File: config.mk
export PLATFORM = sky130hd
export DESIGN_NAME = topn_top
export DESIGN_NICKNAME = d
export VERILOG_FILES = /design/src/hdl/topn_pkg.sv /design/src/hdl/heap_node_sort.sv /design/src/hdl/register_tree.sv /design/src/hdl/topn_sequencer.sv /design/src/hdl/topn_top.sv
export VERILOG_INCLUDE_DIRS = /design/src /design/src/hdl
export SDC_FILE = /design/constraint.sdc
export NUM_CORES = 1
export LEC_CHECK = 0
export BUFFER_PORTS_ARGS = -buffer_cell sky130_fd_sc_hd__clkbuf_2
export CAP_MARGIN = 10
export CORE_MARGIN = 1.5
export CORE_UTILIZATION = 56
export DETAILED_ROUTE_END_ITERATION = 6
export PLACE_DENSITY = 0.83
export REMOVE_ABC_BUFFERS = 1
export SLEW_MARGIN = 20
export SYNTH_ARGS = -nofsm -noshare
export SYNTH_HDL_FRONTEND = slang
export SYNTH_SLANG_ARGS = --single-unit
File: constraint.sdc
create_clock -name clk -period 4.1 [get_ports clk]
set_input_delay 0.205 -clock clk [delete_from_list [all_inputs] [get_ports clk]]
set_output_delay 0.205 -clock clk [all_outputs]
set_load 0.02 [all_outputs]
File: src/hdl/topn_consts.svh
`ifndef TOPN_CONSTS_SVH
`define TOPN_CONSTS_SVH

// Sample key and tag widths
`define TOPN_KEY_W 16
`define TOPN_TAG_W 8

// Tree levels, the design keeps the top (2**depth - 1) keys
`define TOPN_TREE_DEPTH 3
`define TOPN_NUM_NODES ((1 << `TOPN_TREE_DEPTH) - 1)

// Worst-case cycles for an entry to sift from root to leaf
`define TOPN_SETTLE (2 * `TOPN_TREE_DEPTH)

`endif

File: src/hdl/topn_pkg.sv
`default_nettype none

`include "topn_consts.svh"

package topn_pkg;

  // Class sits above the key in the rank, so empty sorts lowest and spent highest
  typedef enum logic [1:0] {
    CLS_EMPTY = 2'd0,
    CLS_LIVE  = 2'd1,
    CLS_SPENT = 2'd2
  } entry_class_t;

  // One heap slot, rank is {cls, key} compared unsigned
  typedef struct packed {
    entry_class_t            cls;
    logic [`TOPN_KEY_W-1:0]  key;
    logic [`TOPN_TAG_W-1:0]  tag;
  } heap_entry_t;

endpackage

`default_nettype wire

File: src/hdl/heap_node_sort.sv
`timescale 1ns/1ps
`default_nettype none

`include "topn_consts.svh"

module heap_node_sort (
  input  wire topn_pkg::heap_entry_t parent,
  input  wire topn_pkg::heap_entry_t left_child,
  input  wire topn_pkg::heap_entry_t right_child,
  output topn_pkg::heap_entry_t      new_parent,
  output topn_pkg::heap_entry_t      new_left_child,
  output topn_pkg::heap_entry_t      new_right_child
);

  localparam int RANK_W = 2 + `TOPN_KEY_W;

  logic [RANK_W-1:0] parent_rank;
  logic [RANK_W-1:0] left_rank;
  logic [RANK_W-1:0] right_rank;
  logic              take_left;
  logic              take_right;

  always_comb begin
    parent_rank = {parent.cls, parent.key};
    left_rank   = {left_child.cls, left_child.key};
    right_rank  = {right_child.cls, right_child.key};

    // Strictly smaller child wins, left wins a tie between children
    take_left  = (left_rank < parent_rank) && (left_rank <= right_rank);
    take_right = (right_rank < parent_rank) && !take_left;

    new_parent      = parent;
    new_left_child  = left_child;
    new_right_child = right_child;
    if (take_left) begin
      new_parent     = left_child;
      new_left_child = parent;
    end else if (take_right) begin
      new_parent      = right_child;
      new_right_child = parent;
    end
  end

endmodule

`default_nettype wire

File: src/hdl/register_tree.sv
`timescale 1ns/1ps
`default_nettype none

`include "topn_consts.svh"

module register_tree (
  input  wire                        clk,
  input  wire                        rst,
  input  wire                        tree_clear,
  input  wire                        replace,
  input  wire topn_pkg::heap_entry_t new_entry,
  output topn_pkg::heap_entry_t      root
);

  localparam int NUM_NODES = `TOPN_NUM_NODES;
  localparam int NUM_INNER = NUM_NODES / 2;

  localparam topn_pkg::heap_entry_t EMPTY_ENTRY = '{
    cls: topn_pkg::CLS_EMPTY,
    key: '0,
    tag: '0
  };

  // Heap storage, node n has children 2n+1 and 2n+2
  topn_pkg::heap_entry_t tree [NUM_NODES];

  // Sort results of every inner node
  topn_pkg::heap_entry_t sort_parent [NUM_INNER];
  topn_pkg::heap_entry_t sort_left   [NUM_INNER];
  topn_pkg::heap_entry_t sort_right  [NUM_INNER];

  // Level parity of each inner node
  logic [NUM_INNER-1:0] node_odd;

  // Low on even-level cycles, high on odd-level cycles
  logic level_odd;

  generate
    for (genvar i = 0; i < NUM_INNER; i++) begin : g_node
      localparam int LEVEL = $clog2(i + 2) - 1;

      assign node_odd[i] = (LEVEL % 2) == 1;

      heap_node_sort u_sort (
        .parent          (tree[i]),
        .left_child      (tree[2*i+1]),
        .right_child     (tree[2*i+2]),
        .new_parent      (sort_parent[i]),
        .new_left_child  (sort_left[i]),
        .new_right_child (sort_right[i])
      );
    end
  endgenerate

  always_ff @(posedge clk) begin
    if (rst || tree_clear) begin
      level_odd <= 1'b0;
      for (int n = 0; n < NUM_NODES; n++) begin
        tree[n] <= EMPTY_ENTRY;
      end
    end else begin
      level_odd <= !level_odd;

      // Adjacent levels never share a cycle, so no slot gets two writers
      for (int n = 0; n < NUM_INNER; n++) begin
        if (node_odd[n] == level_odd) begin
          tree[n]     <= sort_parent[n];
          tree[2*n+1] <= sort_left[n];
          tree[2*n+2] <= sort_right[n];
        end
      end

      // New entry takes the root slot over any sort result
      if (replace) begin
        tree[0] <= new_entry;
      end
    end
  end

  assign root = tree[0];

endmodule

`default_nettype wire

File: src/hdl/topn_sequencer.sv
`timescale 1ns/1ps
`default_nettype none

`include "topn_consts.svh"

module topn_sequencer (
  input  wire                        clk,
  input  wire                        rst,
  input  wire                        clear,
  input  wire                        sample_valid,
  input  wire                        drain,
  input  wire topn_pkg::heap_entry_t sample,
  input  wire topn_pkg::heap_entry_t root,
  output logic                       replace,
  output topn_pkg::heap_entry_t      new_entry,
  output logic                       tree_clear,
  output logic                       busy,
  output logic                       result_valid,
  output logic                       drain_done,
  output topn_pkg::heap_entry_t      result
);

  localparam int NUM_NODES = `TOPN_NUM_NODES;
  localparam int SETTLE    = `TOPN_SETTLE;
  localparam int RANK_W    = 2 + `TOPN_KEY_W;
  localparam int CNT_W     = $clog2(SETTLE + 1);
  localparam int ROUND_W   = $clog2(NUM_NODES);

  localparam topn_pkg::heap_entry_t SPENT_ENTRY = '{
    cls: topn_pkg::CLS_SPENT,
    key: '0,
    tag: '0
  };

  typedef enum logic [1:0] {
    ST_IDLE,
    ST_SETTLE,
    ST_DRAIN
  } state_t;

  state_t               state;
  logic [CNT_W-1:0]     settle_cnt;
  logic [ROUND_W-1:0]   round_cnt;
  logic                 draining;

  topn_pkg::heap_entry_t sample_live;
  logic [RANK_W-1:0]     sample_rank;
  logic [RANK_W-1:0]     root_rank;
  logic                  sample_wins;
  logic                  start_drain;
  logic                  take_sample;

  assign tree_clear = clear;

  always_comb begin
    // Incoming class is ignored and every sample counts as live
    sample_live     = sample;
    sample_live.cls = topn_pkg::CLS_LIVE;

    sample_rank = {topn_pkg::CLS_LIVE, sample.key};
    root_rank   = {root.cls, root.key};
    sample_wins = sample_rank > root_rank;

    // Drain has priority over a sample arriving in the same cycle
    start_drain = (state == ST_IDLE) && !busy && !clear && drain;
    take_sample = (state == ST_IDLE) && !busy && !clear && !drain &&
                  sample_valid && sample_wins;
  end

  always_ff @(posedge clk) begin
    if (rst || clear) begin
      state        <= ST_IDLE;
      busy         <= 1'b0;
      replace      <= 1'b0;
      result_valid <= 1'b0;
      drain_done   <= 1'b0;
      draining     <= 1'b0;
      settle_cnt   <= '0;
      round_cnt    <= '0;
    end else begin
      replace      <= 1'b0;
      result_valid <= 1'b0;
      drain_done   <= 1'b0;

      case (state)
        ST_IDLE: begin
          busy <= 1'b0;
          if (start_drain) begin
            busy      <= 1'b1;
            draining  <= 1'b1;
            round_cnt <= '0;
            state     <= ST_DRAIN;
          end else if (take_sample) begin
            busy       <= 1'b1;
            replace    <= 1'b1;
            settle_cnt <= CNT_W'(SETTLE);
            state      <= ST_SETTLE;
          end
        end

        ST_SETTLE: begin
          if (settle_cnt != '0) begin
            settle_cnt <= settle_cnt - 1'b1;
          end else if (!draining) begin
            busy  <= 1'b0;
            state <= ST_IDLE;
          end else if (round_cnt == ROUND_W'(NUM_NODES - 1)) begin
            // Busy stays up through the done pulse and drops in idle
            drain_done <= 1'b1;
            draining   <= 1'b0;
            state      <= ST_IDLE;
          end else begin
            round_cnt <= round_cnt + 1'b1;
            state     <= ST_DRAIN;
          end
        end

        ST_DRAIN: begin
          // Empty roots are pushed out silently
          result_valid <= (root.cls == topn_pkg::CLS_LIVE);
          replace      <= 1'b1;
          settle_cnt   <= CNT_W'(SETTLE);
          state        <= ST_SETTLE;
        end

        default: begin
          state <= ST_IDLE;
        end
      endcase
    end
  end

  always_ff @(posedge clk) begin
    if (take_sample) begin
      new_entry <= sample_live;
    end else if (state == ST_DRAIN) begin
      new_entry <= SPENT_ENTRY;
    end

    if (state == ST_DRAIN) begin
      result <= root;
    end
  end

endmodule

`default_nettype wire

File: src/hdl/topn_top.sv
`timescale 1ns/1ps
`default_nettype none

module topn_top (
  input  wire                        clk,
  input  wire                        rst,
  input  wire                        clear,
  input  wire                        sample_valid,
  input  wire topn_pkg::heap_entry_t sample,
  input  wire                        drain,
  output logic                       busy,
  output logic                       result_valid,
  output topn_pkg::heap_entry_t      result,
  output logic                       drain_done
);

  // Sequencer to tree
  logic                  replace;
  logic                  tree_clear;
  topn_pkg::heap_entry_t new_entry;

  // Tree back to sequencer
  topn_pkg::heap_entry_t root;

  topn_sequencer u_sequencer (
    .clk          (clk),
    .rst          (rst),
    .clear        (clear),
    .sample_valid (sample_valid),
    .drain        (drain),
    .sample       (sample),
    .root         (root),
    .replace      (replace),
    .new_entry    (new_entry),
    .tree_clear   (tree_clear),
    .busy         (busy),
    .result_valid (result_valid),
    .drain_done   (drain_done),
    .result       (result)
  );

  register_tree u_tree (
    .clk        (clk),
    .rst        (rst),
    .tree_clear (tree_clear),
    .replace    (replace),
    .new_entry  (new_entry),
    .root       (root)
  );

endmodule

`default_nettype wire

# --- Word level (Yosys, flattened, before mapping) ---
# Memory sizes are Yosys's and may differ from the RTL's.
# Index checks and enable logic that the tools add are counted.
classes:
  add_sub_neg: 2
  n_div: 0
  multipliers: 0
  magnitude_cmp: 10
  eq_ne: 13
  n_shift: 0
  reduce_logical: 32
  n_mux: 66
  n_bitwise: 13
op_table:
  columns: ["cell", "n"]
  rows:
  - ["2-to-1 mux 26 bit", 25]
  - ["less-than comparator 18 bit", 6]
  - ["less-or-equal comparator 18 bit", 3]
  - ["2-to-1 mux 24 bit", 2]
  - ["2-to-1 mux 1 bit", 21]
  - ["2-to-1 mux 3 bit", 7]
  - ["> comparator 17 x 18 -> 1 bit", 1]
  - ["logical AND 1 bit", 12]
  - ["2-to-1 mux 2 bit", 5]
  - ["OR 1 bit", 10]
  - ["case mux 3 bit (3 select lines)", 1]
  - ["!= test 2 x 1 -> 1 bit, second input constant", 4]
  - ["!= test 2 bit, second input constant", 4]
  - ["zero test 1 bit", 7]
  - ["case mux 1 bit (2 select lines)", 3]
  - ["case mux 2 bit (3 select lines)", 1]
  - ["case mux 3 bit (2 select lines)", 1]
  - ["AND reduction 3 bit", 2]
  - ["nonzero test 3 bit", 2]
  - ["AND reduction 5 bit", 1]
  - ["equality test 2 x 1 -> 1 bit, second input constant", 2]
  - ["AND reduction 4 bit", 1]
  - ["nonzero test 2 bit", 2]
  - ["OR reduction 4 bit", 1]
  - ["10 further kinds", 12]
totals:
  n_memories: 1
  register_bits: 66
  latch_bits: 0
  output_inout_bits: 29
  input_bits: 31
  ram_bits: 182
  romBits: 0
  word_cells: 152
memory_table:
  columns: ["memory", "words", "word_bits", "read_ports", "rd_clocked_by_memory_dff", "wr", "line", "text"]
  rows:
  - ["u_tree.tree", 7, 26, 7, 0, 7, "register_tree.sv:25", "topn_pkg::heap_entry_t tree [NUM_NODES];"]

# --- Logic depth before layout (Yosys ltp) ---
depth:
  ltp_word: 9
  ltp_mapped: 12

# --- Hierarchy ---
# From an unflattened synthesis, not the netlist that was laid out.
unflattened:
  hier_cells: 1782
  hier_area_um2: 17692.0
modules_own_cells:
  columns: ["module", "area_each_um2", "cells_each", "n_inst"]
  rows:
  - ["register_tree", 7775.0, 572, 1]
  - ["heap_node_sort", 2358.5, 329, 3]
  - ["topn_sequencer", 2841.5, 223, 1]

# --- Worst setup path before layout ---
# OpenSTA, ideal clock, no wires.
synth_timing:
  path_type: "register to register"
  start: "memory u_tree.tree[3][13] (netlist bit)"
  end: "memory u_tree.tree[1][0] (netlist bit), enable pin"
  synth_period_minus_slack_ps: 4255
  stages_incl_launch_ff: 11
  t_arrival_ps: 3834
  required_ps: 3679
  slack_ps: -155
  cell_sequence: "edfxtp_1 > ha_1 > a21oi_2 > o21ai_1 > a2111o_1 > a2111oi_2 > a41oi_1 > or4_1 > buf_6 > buf_6 > a22oi_1"
synth_rtl:
  columns: ["element", "line"]
  rows:
  - ["from (decl)", "register_tree.sv:25"]

==> summary.txt <==
worst flop-to-flop path startpoint: u_tree.tree[2][23]
top_reg_cell synth: edfxtp_1
die width: 160.4 µm
1st-iter DRT viols: 1,124
Synth async-reset ratio: 0
drt pass-1 iters: 6
synthesized area: 13,880 µm²
GRT Total Usage: 0.2845
outcome: finished clean
register area share after synthesis: 0.5063
Final setup viols: 0
DRT Wirelength: 36,050 µm
residual DRC count: 0
Critical R2R Capture: u_tree.tree[2][17]
largest net degree at the start of global routing: 53
I/O Pins: 60
RSZ-0062 raised after global routing: false
Clock Skew: 0.01148 ns
Place WS: 0.5846 ns
IO Port Bufs: 57
total power: 10.81 mW
Slew HR: 0.3408
CTS buffer count: 26
CTS Sinks: 248
global-route wire length before repair: 57,200 µm
Max rail drop VDD: 0.0003856 V
Final HPWL DP: 25,440 µm
initial antenna violation count: 0
max_cap viols: 0
H-Tree Depth: 1
via density per instance: 6.248
metal3 WL: 3672 µm
wire per inst: 20.86 µm
grt ovf: 0
core area: 24,320 µm²
Critical Path End Type: flop
Worst Path Arrival: 4.01 ns
Final Hold Vio Count: 0
ANT nets after route: 0
CP max FO: 26
number of diodes: 0
power per cell area: 692.4 nW/µm²
row count: 57
CP Class: reg2reg
R2R cell count: 11
fin nets: 1,591
Post-synth EDFFs: 206
#FFs+latches synth: 248
routed vias: 10,800
met1 wire length: 14,270 µm
Yosys top cell area share: 0.4457
slack of the critical path: 0.3808 ns
CTS tree: built
clock transition at the registers of the reported paths: 0.06 ns
library cells used by synthesis: 50
Final Cycle Share: 0.9071
HP Class: in2reg
leakage power: 6.338 nW
die footprint: 25,740 µm²
setup TNS: 0 ns
R2R setup slack: 0.38 ns
synth cell count leaders: 206 x edfxtp_1, 176 x ha_1, 162 x nand2_1, 106 x inv_1, 101 x o21ai_0
die height: 160.4 µm
Fmax: 268.9 MHz
top routing layer in use: met4
Post-Synthesis Cells: 1,317
Yosys top cell by area: edfxtp_1
Initial Util: 0.5707
clk buf depth: 3
vias in the first global route: 10,760
Critical Path End: u_tree.tree[2][17]
postcts setup bufs: 0
Req. time, crit path: 4.39 ns
most frequent cell after synthesis: edfxtp_1
Crit. Startpoint: u_tree.tree[2][23]
DR WL met2: 16,380 µm
worst hold slack: 0.006261 ns
clk root buf: clkbuf_16
fin crit period: 3.719 ns
worst skew pair latency: 0.54 ns
Least-Margin Pin Slew: 0.9888 ns
Startpoint Class: flop
gpl congestion: 0.9402
max-slew violations: 0
Synth area leaders: edfxtp_1 45%, ha_1 16%, dfxtp_1 6.1%, nand2_1 4.4%, o21ai_0 3.6%
Layout area overhead: 12.43%
synth warn: 0
layout cells sized above 1: 0.09544
Avg Synthesized Cell Area: 10.54 µm²
[cell type report]
type / count / area, µm²
inverter: 106 / 397.9
sequential: 248 / 7028
timing repair buffer: 95 / 660.6
clock buffer: 34 / 721.9
fill: 1791 / 8715
multi-input combinational: 907 / 6245
tap: 324 / 405.4
clock inverter: 14 / 146.4
[power by group]
group          total, mW  internal, mW  switching [mW]  leakage [nW]
registers           3.91          3.40           0.517          2.59
logic               4.46          1.68            2.78          3.33
clock network       2.43          1.43            1.00         0.424
[metal layers]
layer | GRT usage | vias up
met5 | 0 | -
met4 | 0.1415 | 0
met3 | 0.04855 | 123
met2 | 0.4481 | 634
met1 | 0.3823 | 5073
li1 | - | 4966
[worst max-delay path, stage by stage (launching register included)]
cell	delay, ns
edfxtp_1	0.45
inv_1	0.17
ha_1	0.27
a21oi_1	0.16
o21ai_0	0.16
a2111oi_0	0.50
o211ai_1	0.23
a221oi_1	0.45
o21ai_4	0.22
buf_4	0.28
a221o_1	0.38
buf_12	0.19
[state kept, by name, summed over array words and instances (netlist names)]
register and cells:
u_tree.tree 182, u_sequencer.new_entry 26, u_sequencer.result 26, u_sequencer.round_cnt 3, u_sequencer.settle_cnt 3, u_sequencer.state 2, u_sequencer.busy 1, u_sequencer.drain_done 1
u_sequencer.draining 1, u_sequencer.replace 1, u_sequencer.result_valid 1, u_tree.level_odd 1
[kinds of logic after synthesis]
family | count (synthesis) | synth area share
and+or+nand+nor | 383 | 0.1309
AOI/OAI and AO/OA | 321 | 0.1386
DFF | 248 | 0.5063
adders and majority gates | 176 | 0.1587
buffers and inverters | 162 | 0.04624
muxes | 26 | 0.01875
xor gates and xnor gates | 1 | 0.0006311
[worst min-delay path by stage]
stage                            from                         to  slack [ns]  cells after the start
floorplan                   sample[0]   u_sequencer.new_entry[0]        0.40                      1
global placement    u_tree.tree[0][6]      u_sequencer.result[6]        0.43                      0
detailed placement  u_tree.tree[0][7]      u_sequencer.result[7]        0.44                      0
CTS                        sample[23]  u_sequencer.new_entry[23]       0.005                      2
global route               sample[23]  u_sequencer.new_entry[23]       0.005                      2
finish                     sample[23]  u_sequencer.new_entry[23]       0.006                      2
[cells in the final DEF (no fill, tap or decap), types with 5 or more instances in the layout]
master         count
edfxtp_1         206
ha_1             176
nand2_1          162
inv_1            106
o21ai_0          100
a21oi_1           79
nor2_1            61
a31oi_1           59
clkbuf_2          57
dfxtp_1           41
nand3_1           35
a21o_1            30
clkbuf_16         27
mux2i_1           26
nand4_1           24
and2_1            23
and3_1            22
buf_4             18
dlygate4sd3_1     16
nor2b_1           14
nand2b_1          10
a211oi_1           8
nor3_1             7
clkinv_2           6
or3_1              5
and4_1             5
clkbuf_1           5
[repair_timing]
| action | CTS | global route |
|---|---|---|
| endpoints found under the hold margin | 16 | 0 |
| hold buffers | 16 | 0 |
| resized for setup | 0 | 0 |
[metrics by stage]
step / instance area [µm²] / instances / util
global placement: 14580 / 1664 / 0.5993
CTS: 15600 / 1728 / 0.6416
global route: 15610 / 1728 / 0.6417
finish: 15610 / 1728 / 0.6417
detailed placement: 14580 / 1664 / 0.5993
floorplan: 13640 / 1261 / -
Note: power is estimated with default switching activity, not from simulation.
